`config.mk`:
```
export PLATFORM = sky130hd
export DESIGN_NAME = load_extractor
export DESIGN_NICKNAME = d
export VERILOG_FILES = /design/src/hw/rv_mem_pkg.sv /design/src/hw/load_extractor.sv
export SDC_FILE = /design/constraint.sdc
export NUM_CORES = 1
export LEC_CHECK = 0
export ABC_AREA = 1
export BUFFER_PORTS_ARGS = -buffer_cell sky130_fd_sc_hd__buf_4
export CAP_MARGIN = 10
export CORE_UTILIZATION = 35
export DETAILED_ROUTE_END_ITERATION = 10
export PLACE_DENSITY = 0.76
export SYNTH_ARGS = -nofsm -noshare
export SYNTH_HDL_FRONTEND = slang
export SYNTH_SLANG_ARGS = --single-unit
```
`constraint.sdc`:
```
create_clock -name vclk -period 0.8
set_input_delay 0 -clock vclk [all_inputs]
set_output_delay 0 -clock vclk [all_outputs]
set_load 0.01 [all_outputs]
```
`src/hw/rv_mem_pkg.sv`:
```
package rv_mem_pkg;

  // kind of work the stage does for one operation
  typedef enum logic [1:0] {
    MEM_PASS  = 2'd0,
    MEM_LOAD  = 2'd1,
    MEM_STORE = 2'd2
  } mem_op_e;

  // access width, byte/half/word as in lb/lh/lw and sb/sh/sw
  typedef enum logic [1:0] {
    SIZE_BYTE = 2'd0,
    SIZE_HALF = 2'd1,
    SIZE_WORD = 2'd2
  } mem_size_e;

  // record from the execute stage
  typedef struct packed {
    mem_op_e     op;
    mem_size_e   size;
    logic        is_unsigned;
    logic [4:0]  rd;
    // alu or lui result, used by pass ops
    logic [31:0] rd_data;
    logic [31:0] addr;
    logic [31:0] store_data;
  } exec_req_t;

  // record to writeback, stores carry rd 0
  typedef struct packed {
    logic [4:0]  rd;
    logic [31:0] rd_data;
  } wb_rsp_t;

  // one fetched memory word, seen as bytes or as halfwords
  typedef union packed {
    logic [3:0][7:0]  bytes;
    logic [1:0][15:0] halves;
  } mem_word_u;

endpackage
```
`src/hw/load_extractor.sv`:
```
`timescale 1ns/1ps
`default_nettype none

module load_extractor (
  input  var rv_mem_pkg::mem_word_u word,
  input  var rv_mem_pkg::mem_size_e size,
  input  var logic                  is_unsigned,
  input  var logic [1:0]            offset,
  output var logic [31:0]           value
);

  logic [7:0]  sel_byte;
  logic [15:0] sel_half;
  logic        byte_fill;
  logic        half_fill;

  // lane picks through the two views of the word
  assign sel_byte = word.bytes[offset];
  assign sel_half = word.halves[offset[1]];

  // sign bit or zero for the upper bits
  assign byte_fill = !is_unsigned && sel_byte[7];
  assign half_fill = !is_unsigned && sel_half[15];

  always_comb begin
    case (size)
      rv_mem_pkg::SIZE_BYTE: begin
        value = {{24{byte_fill}}, sel_byte};
      end
      rv_mem_pkg::SIZE_HALF: begin
        value = {{16{half_fill}}, sel_half};
      end
      default: begin
        // lw, nothing to extend
        value = word.bytes;
      end
    endcase
  end

endmodule

`default_nettype wire

```
==> impl_metrics.py <==
metrics = {
    "run_status": {
        "outcome": "complete, but fails checks",
        "violations": "negative setup slack",
    },
    "hold_path": {
        "min_path_cells": 4,
        "hold_class": "input port to primary output",
    },
    "grt": {
        "grt_overflow": 0,
        "grtUsageMet1_pct": 33.3,
        "grt_pass1_vias": 1315,
        "grt_use_met2_pct": 51.1,
        "busiest_layer": "met2",
        "grtUsageMet3_pct": 2.30,
        "antenna_found_initial": 0,
        "grt_max_degree": 18,
        "grt_usage_pct": 27.7,
        "grt_pass1_wl_um": 5820,
    },
    "worst_setup_path": {
        "path_class": "input port to primary output",
        "cp-end-kind": "primary output",
        "cp-start-kind": "input port",
        "worstPathArrival_ns": 0.94,
        "cp_data_required_time_ns": 0.80,
        "critPathMaxFanout": 8,
    },
    "place": {
        "dp_hpwl_um": 2470,
        "place.gp.congestion": 0.859,
        "io_buffers": 69,
    },
    "sta": {
        "hold-worst-slack_ns": 0.298,
        "finalCritPeriodShare_pct": 117,
        "setup_slack_ns": -0.138,
        "worstMarginPinSlew_ns": 0.209,
        "setup_violations": 30,
        "timing.fmax_mhz": 1070,
        "finalCriticalPeriod_ns": 0.938,
        "drv_slew": 0,
        "slew_headroom_pct": 86.1,
        "hold_viol_final": 0,
        "rsz0062_at_grt": "true",
    },
    "floorplanning": {
        "initial_utilization_pct": 36.9,
        "io_pins": 69,
        "die_h_um": 52.9,
        "dieWidth_um": 52.9,
        "die_area_um2": 2800,
        "num_rows": 18,
        "coreArea_um2": 2450,
    },
    "synthesis": {
        "yosys.area.top_type": "nand2_1",
        "synth.distinct_cells": 23,
        "synth_top_area_share_pct": 31.1,
        "synthMuxAreaShare_pct": 0,
        "yosys.area_share.simple_pct": 77.6,
        "synth_xor_area_share_pct": 0,
        "yosysSeqAreaShare_pct": 0,
        "syn_nets": 191,
        "synth_area_per_cell_um2": 5.88,
        "yosysWarnings": 0,
        "yosys-top-cells-count": "nand2_1 (75), nand3_2 (21), nand2_2 (9)",
        "yosysMostFrequentCell": "nand2_1",
        "synth_area_um2": 906,
        "synth_top_family_by_area": "simple AND/OR/NAND/NOR gates",
        "ys_top_cells_by_area": "nand2_1 (31%), nand3_2 (23%), nand2_2 (6.2%), o211ai_1 (5.8%), buf_12 (4.4%)",
        "synth_adder_area_share_pct": 0,
        "synth-compound-area-share_pct": 7.18,
        "synthesis.instances": 154,
    },
    "routing": {
        "wire_per_inst_um": 14.8,
        "ant_nets": 0,
        "viasPerCell": 5.31,
        "drt_iter0_markers": 58,
        "wl_um": 3990,
        "num_vias": 1433,
        "dr.pass1.iters": 4,
        "drc": 0,
    },
    "power": {
        "p_total_uw": 1230,
        "peakVddDrop_uv": 433,
        "power-per-cell-area_nw_per_um2": 642,
        "power_leakage_uw": 0.00111,
    },
    "layout": {
        "num-nets-final": 279,
        "fill_cells": 170,
        "drive_gt1_share_pct": 64.2,
        "antenna_cells": 0,
        "seq_cells": 0,
        "n_clock_buffer": 0,
        "regArea_um2": 0,
        "area_delta_synth_final_pct": 112,
    },
    "clock_network": {
        "postCtsHoldBufs": 0,
    },
    "run": {
        "drv_cap": 0,
    },
}
-- worst max-delay path: stages --
cell,delay [ns]
buf_12,0.10
inv_8,0.05
nand2_4,0.06
nand2_4,0.06
nand2_2,0.09
nand2_2,0.07
nand2_4,0.13
buf_8,0.17
nand3_2,0.07
buf_6,0.12
-- layer usage --
layer	vias up	routed length, µm
li1	670	-
met1	687	1560
met2	74	2160
met3	2	251
met4	0	8
met5	-	0
-- stage by stage --
| step | instances | area (µm²) | setup slack [ns] | TNS (ns) | util (%) |
|---|---|---|---|---|---|
| 6_report | 270 | 1920 | -0.138 | -3.12 | 78.2 |
| 5_1_grt | 270 | 1920 | -0.178 | -4.32 | 78.2 |
| 3_5_place_dp | 262 | 1550 | -0.195 | -4.62 | 63.0 |
| 4_1_cts | 270 | 1830 | -0.133 | -3.10 | 74.4 |
| 3_3_place_gp | 262 | 1550 | -0.151 | -3.58 | 63.0 |
| 2_1_floorplan | 154 | 906 | 0.0454 | 0 | - |
-- where the power goes --
part           total (µW)  internal, µW  switching, µW  leakage [µW]
Combinational        1230           685            548       0.00111
Clock                   0             0              0             0
Sequential              0             0              0             0
Total                1230           685            548       0.00111
-- path summary, 6_finish.rpt --
path | from | end
worst min-delay path | word[22] | value[22]
worst max-delay path | offset[1] | value[19]
-- cell type report --
cell class	count	area [µm²]	area share, %
tap	30	37.5	1.95
timing repair inverter	1	16.3	0.847
inverter	6	40.0	2.08
timing repair buffer	95	935	48.7
multi-input combinational	138	892	46.4
-- cell usage in the layout, fill, tap and decap left out, drive strengths merged --
cell,count
buf,95
nand2,85
nand3,27
o211ai,7
and2,7
or2,7
inv,6
nor2,3
a22oi,1
a21oi,1
clkinv,1
-- timing repair --
item | 4_1_cts | 5_1_grt
cloned | 3 | 0
setup buffers | 8 | 0
endpoints found under the setup margin | 30 | 32
resized for setup | 63 | 22
pin swaps | 15 | 22
endpoints found under the hold margin | 0 | 0
-- logic make-up (layout without fill, tap and decap cells) --
group	count (synthesis)	count (layout)
buffers and inverters	16	102
AOI/OAI and AO/OA	9	9
and+or+nand+nor	129	129
(Power assumes the default switching activity.)
