===== src/hw/axil_pkg.sv =====
package axil_pkg;

  // unprivileged, secure, data access
  localparam logic [2:0] PROT_DATA = 3'b000;

  // aw and ar channel payload
  typedef struct packed {
    logic [31:0] addr;
    logic [2:0]  prot;
  } axil_addr_t;

  // w channel payload
  typedef struct packed {
    logic [31:0] data;
    logic [3:0]  strb;
  } axil_wdata_t;

  // b and r response codes
  typedef enum logic [1:0] {
    RESP_OKAY   = 2'b00,
    RESP_EXOKAY = 2'b01,
    RESP_SLVERR = 2'b10,
    RESP_DECERR = 2'b11
  } axil_resp_e;

endpackage


===== src/hw/rv_mem_pkg.sv =====
package rv_mem_pkg;

  // kind of work the stage does for one operation
  typedef enum logic [1:0] {
    MEM_PASS  = 2'd0,
    MEM_LOAD  = 2'd1,
    MEM_STORE = 2'd2
  } mem_op_e;

  // access width, byte/half/word as in lb/lh/lw and sb/sh/sw
  typedef enum logic [1:0] {
    SIZE_BYTE = 2'd0,
    SIZE_HALF = 2'd1,
    SIZE_WORD = 2'd2
  } mem_size_e;

  // record from the execute stage
  typedef struct packed {
    mem_op_e     op;
    mem_size_e   size;
    logic        is_unsigned;
    logic [4:0]  rd;
    // alu or lui result, used by pass ops
    logic [31:0] rd_data;
    logic [31:0] addr;
    logic [31:0] store_data;
  } exec_req_t;

  // record to writeback, stores carry rd 0
  typedef struct packed {
    logic [4:0]  rd;
    logic [31:0] rd_data;
  } wb_rsp_t;

  // one fetched memory word, seen as bytes or as halfwords
  typedef union packed {
    logic [3:0][7:0]  bytes;
    logic [1:0][15:0] halves;
  } mem_word_u;

endpackage

===== src/hw/accessor.sv =====
`timescale 1ns/1ps
`default_nettype none

module accessor (
  input  var logic                   clk,
  input  var logic                   reset,
  // execute side
  input  var logic                   in_valid,
  output var logic                   in_ready,
  input  var rv_mem_pkg::exec_req_t  in_req,
  // writeback side
  output var logic                   out_valid,
  input  var logic                   out_ready,
  output var rv_mem_pkg::wb_rsp_t    out_rsp,
  // axi write address and data
  output var logic                   awvalid,
  input  var logic                   awready,
  output var axil_pkg::axil_addr_t   aw,
  output var logic                   wvalid,
  input  var logic                   wready,
  output var axil_pkg::axil_wdata_t  w,
  // axi write response
  input  var logic                   bvalid,
  output var logic                   bready,
  input  var axil_pkg::axil_resp_e   bresp,
  // axi read
  output var logic                   arvalid,
  input  var logic                   arready,
  output var axil_pkg::axil_addr_t   ar,
  input  var logic                   rvalid,
  output var logic                   rready,
  input  var logic [31:0]            rdata,
  input  var axil_pkg::axil_resp_e   rresp,
  // lane formers
  input  var axil_pkg::axil_wdata_t  strobed,
  input  var logic [31:0]            load_value,
  output var rv_mem_pkg::exec_req_t  held_req,
  output var rv_mem_pkg::mem_word_u  fetched
);

  typedef enum logic [2:0] {
    ST_IDLE,
    ST_WRITE,
    ST_WRESP,
    ST_RADDR,
    ST_RDATA,
    ST_DELIVER
  } state_e;

  state_e state;

  logic accept;
  logic aw_done;
  logic w_done;
  logic [31:0] word_addr;

  assign accept = in_valid && in_ready;

  // a channel is done once its valid is gone or its handshake is now
  assign aw_done = !awvalid || awready;
  assign w_done  = !wvalid || wready;

  assign word_addr = {held_req.addr[31:2], 2'b00};

  // error responses are not acted on, bresp and rresp pass unused
  always_ff @(posedge clk) begin
    if (reset) begin
      state     <= ST_IDLE;
      in_ready  <= 1'b0;
      out_valid <= 1'b0;
      awvalid   <= 1'b0;
      wvalid    <= 1'b0;
      bready    <= 1'b0;
      arvalid   <= 1'b0;
      rready    <= 1'b0;
    end else begin
      case (state)
        ST_IDLE: begin
          if (accept) begin
            in_ready <= 1'b0;
            case (in_req.op)
              rv_mem_pkg::MEM_STORE: begin
                state   <= ST_WRITE;
                awvalid <= 1'b1;
                wvalid  <= 1'b1;
              end
              rv_mem_pkg::MEM_LOAD: begin
                state   <= ST_RADDR;
                arvalid <= 1'b1;
              end
              default: begin
                state     <= ST_DELIVER;
                out_valid <= 1'b1;
              end
            endcase
          end else begin
            in_ready <= 1'b1;
          end
        end
        ST_WRITE: begin
          // aw and w complete independently
          if (awready) begin
            awvalid <= 1'b0;
          end
          if (wready) begin
            wvalid <= 1'b0;
          end
          if (aw_done && w_done) begin
            state  <= ST_WRESP;
            bready <= 1'b1;
          end
        end
        ST_WRESP: begin
          if (bvalid) begin
            bready    <= 1'b0;
            state     <= ST_DELIVER;
            out_valid <= 1'b1;
          end
        end
        ST_RADDR: begin
          if (arready) begin
            arvalid <= 1'b0;
            rready  <= 1'b1;
            state   <= ST_RDATA;
          end
        end
        ST_RDATA: begin
          if (rvalid) begin
            rready    <= 1'b0;
            state     <= ST_DELIVER;
            out_valid <= 1'b1;
          end
        end
        ST_DELIVER: begin
          // hold until writeback takes it
          if (out_ready) begin
            out_valid <= 1'b0;
            in_ready  <= 1'b1;
            state     <= ST_IDLE;
          end
        end
        default: begin
          state <= ST_IDLE;
        end
      endcase
    end
  end

  // payload registers
  always_ff @(posedge clk) begin
    if (accept) begin
      held_req <= in_req;
    end
    if (rvalid && rready) begin
      fetched <= rv_mem_pkg::mem_word_u'(rdata);
    end
  end

  assign aw.addr = word_addr;
  assign aw.prot = axil_pkg::PROT_DATA;
  assign ar.addr = word_addr;
  assign ar.prot = axil_pkg::PROT_DATA;
  assign w       = strobed;

  always_comb begin
    case (held_req.op)
      rv_mem_pkg::MEM_LOAD: begin
        out_rsp.rd      = held_req.rd;
        out_rsp.rd_data = load_value;
      end
      rv_mem_pkg::MEM_STORE: begin
        // nothing to write back
        out_rsp.rd      = 5'd0;
        out_rsp.rd_data = 32'd0;
      end
      default: begin
        out_rsp.rd      = held_req.rd;
        out_rsp.rd_data = held_req.rd_data;
      end
    endcase
  end

  // response must not change while writeback stalls
  a_rsp_stable: assert property (@(posedge clk) disable iff (reset)
    out_valid && !out_ready |=> out_valid && $stable(out_rsp));

  a_one_addr_channel: assert property (@(posedge clk) disable iff (reset)
    !(arvalid && awvalid));

  a_no_accept_while_busy: assert property (@(posedge clk) disable iff (reset)
    !(in_ready && out_valid));

endmodule

`default_nettype wire


===== config.mk =====
export PLATFORM = sky130hd
export DESIGN_NAME = accessor
export DESIGN_NICKNAME = d
export VERILOG_FILES = /design/src/hw/axil_pkg.sv /design/src/hw/rv_mem_pkg.sv /design/src/hw/accessor.sv
export SDC_FILE = /design/constraint.sdc
export NUM_CORES = 1
export LEC_CHECK = 0
export BUFFER_PORTS_ARGS = -buffer_cell sky130_fd_sc_hd__buf_2
export CELL_PAD_IN_SITES_DETAIL_PLACEMENT = 2
export CELL_PAD_IN_SITES_GLOBAL_PLACEMENT = 2
export CORE_AREA = 2 2 197 199
export CTS_CLUSTER_SIZE = 24
export DETAILED_ROUTE_END_ITERATION = 12
export DIE_AREA = 0 0 199 201
export PLACE_DENSITY_LB_ADDON = 0.12
export SLEW_MARGIN = 15
export SYNTH_ARGS = -nofsm -noshare
export SYNTH_HDL_FRONTEND = slang
export SYNTH_SLANG_ARGS = --single-unit

===== constraint.sdc =====
create_clock -name clk -period 11.4 [get_ports clk]
set_input_delay 0 -clock clk [delete_from_list [all_inputs] [get_ports clk]]
set_output_delay 0 -clock clk [all_outputs]
set_load 0.02 [all_outputs]

==> results.cfg <==
[setup_path]
worst-path-buf-inv = 2
critPathTopFamily = adder cells
worstReg2RegStart = in_ready
r2r-end = wvalid
crit_path_cell_trace = inv_1, ha_2, nor2_1, nor2b_1, buf_2
cp.required_ns = 11.40
crit_path_top_delay_cell = ha_2
end_kind = output pin
critPathKind = reg2out
rrSetupSlack_ns = 9.01
critPathArrivalTime_ns = 2.55
path_max_fanout = 65
max_stage_delay_ns = 0.98
rr_worst_depth = 5
start_kind = flip-flop

[power_and_ir_drop]
max-vdd-ir-drop_uv = 98.5
p_int_mw = 1.26
switching_share = 0.348
total_leakage_power_nw = 4.31
pwr-share-clk = 0.320
combPwrFrac = 0.292
seq_power_share = 0.388
switchingPower_mw = 0.670
power_density_nw_per_um2 = 191

[hold_path]
worstHoldStart = strobed[25]
min_to = w[25]
holdPathStages = 0
hold_class = in2out

[finish]
final_util = 0.265
regArea_sq_um = 4340
multi_input_area_sq_um = 853
post-route-cell-area_sq_um = 10100
num-fill-cells = 4267
diodes = 0
drive_gt1_frac = 0.494
fin_nets = 1136
syn2layout_area_growth_pct = 66.9

[global_routing]
grt_max_degree = 66
grt.total_usage = 0.115
grt_pass1_wl_um = 34500
gr-total-overflow = 0
grt_antenna_before_repair = 0
grt_pass1_vias = 5709

[floorplanning]
rows = 72
core-area_sq_um = 38100
chipHeight_um = 201
start_util = 0.159
io_pins = 507
fp.dieArea_sq_um = 40000
die_width_um = 199

[route]
remaining_drc_errors = 0
wirelength_um = 23300
drtIter0Drc = 152
vias_per_cell = 3.53
ant_nets = 0
drt-pass1-iter-count = 4
vias = 5097
wl_per_cell_um = 16.1

[timing]
period_share = 0.224
skew_ns = 0.00688
hold_viol = 0
rsz0062_at_grt = no
whs_ns = 0.00000774
max_slew_margin = 0.339
fin_crit_ns = 2.55
fmax_ghz = 0.392
tightestPinTransition_ns = 0.992
slew_viol_final = 0
setup_viol_count_final = 0
fin_setup_tns_ns = 0

[clock_tree]
cts_made_buffers = 17
worstSkewPairLatency_ns = 0.44
clk_pin_slew_ns = 0.07
cts.sinks = 148
cts_tree = yes
clockBufferDepth = 2
postCtsSetupRepairBufs = 0
cts_htree_levels = 4
ctsRootBufferMaster = clkbuf_16

[synthesis]
ys_warn_count = 0
synth_top_area_frac = 0.685
netlist_instances = 438
ys_seq_elements = 148
synth_area_leader_cell = edfxtp_1
netlist_top_cells_area = edfxtp_1, buf_4, nand2_1
ys_async_sr_fraction = 0
synth_edf_count = 138
synth_area_sq_um = 6050
ys_types = 37
yosysSeqAreaShare = 0.719
synth_area_per_cell_sq_um = 13.8
synth_flop_cell = edfxtp_1

[placed_design]
hpwl_um = 17500
gp_congestion = 0.711
dpl_cell_area_sq_um = 7990
io_buffer_count = 420

[job]
cap_violations = 0

[status]
outcome = completed
==> repair_timing <==
item,CTS,global route
hold buffers,147,0
hold endpoints to repair,148,0
gates resized for setup,0,0
==> worst max path at each step <==
| stage | start | slack (ns) | endpoint | cells past startpoint |
|---|---|---|---|---|
| floorplan | in_ready | 7.44 | wvalid | 4 |
| global placement | in_ready | 9.18 | held_req[8] | 2 |
| detailed placement | in_ready | 9.09 | held_req[8] | 2 |
| CTS | held_req[105] | 8.72 | out_rsp[36] | 5 |
| global route | held_req[105] | 8.53 | out_rsp[36] | 5 |
| finish | held_req[105] | 8.85 | out_rsp[36] | 5 |
==> cells by family (layout without fill, tap and decap cells) <==
logic type	count (synthesis)	in the layout	share of synthesized area
and+or+nand+nor	98	98	0.0718
DFF	148	148	0.719
AOI/OAI and AO/OA	60	60	0.0561
adders and majority gates	3	3	0.00621
other	1	10	0.000620
buffers and inverters	128	608	0.147
==> Yosys cell counts (3+ instances only) <==
master,count
nor2b_1,7
a21oi_1,12
a31oi_1,3
ha_1,3
buf_4,106
inv_1,7
dfxtp_1,10
o21ai_0,35
edfxtp_1,138
nand2_1,67
clkbuf_1,12
nor2_1,7
nand3_1,3
==> per-stage QoR <==
stage	setup WS (ns)	std cells	power [mW]
3_3_place_gp	9.18	1266	1.28
5_1_grt	8.53	1445	2.03
6_report	8.85	1445	1.93
3_5_place_dp	9.09	1266	1.29
2_1_floorplan	7.44	447	1.13
4_1_cts	8.72	1445	1.97
==> flip-flops by register name, indices dropped and copies added, names as in the netlist <==
signal / count
held_req: 76
fetched: 32
ar: 30
state: 3
arvalid: 1
awvalid: 1
bready: 1
in_ready: 1
out_valid: 1
rready: 1
wvalid: 1
==> layer usage <==
| metal | vias up | global-route usage | share of wire |
|---|---|---|---|
| met2 | 244 | 0.206 | 0.51 |
| met3 | 21 | 0.0413 | 0.080 |
| li1 | 2376 | - | - |
| met4 | 0 | 0.0394 | 0.017 |
| met1 | 2456 | 0.124 | 0.39 |
| met5 | - | 0 | 0 |
==> worst reg2reg max path, stage by stage, from the launching register on <==
cell and delay [ns]:
dfxtp_1 0.42, and2_4 0.59, nor3b_2 0.40, a21oi_1 0.12
a311oi_1 0.24, dlygate4sd3_1 0.57
==> layout by cell type (no fill, tap or decap), types with 4 or more instances in the layout <==
cell             n
bufinv_16        4
a21oi_1         12
o21ai_0         35
clkbuf_16       17
nand2_1         67
nor2b_1          7
edfxtp_1       138
dfxtp_1         10
inv_1            7
nor2_1           7
conb_1          10
buf_2          420
dlygate4sd3_1  147
==> power by group through the flow <==
stage	Clock (mW)	Sequential [mW]	Combinational [mW]
finish	0.616	0.747	0.562
global route	0.660	0.761	0.611
floorplan	0	0.836	0.290
global placement	0	0.757	0.526
CTS	0.645	0.751	0.574
detailed placement	0	0.762	0.529
==> final cells by class <==
type | count | share of cell area
inverters | 7 | 0.00260
well taps | 518 | 0.0642
multi-input cells | 171 | 0.0846
repair buffers | 569 | 0.356
clock buffers | 18 | 0.0425
clock inverters | 14 | 0.0198
flip-flops and latches | 148 | 0.431
Power figures use the tool's default switching activity.
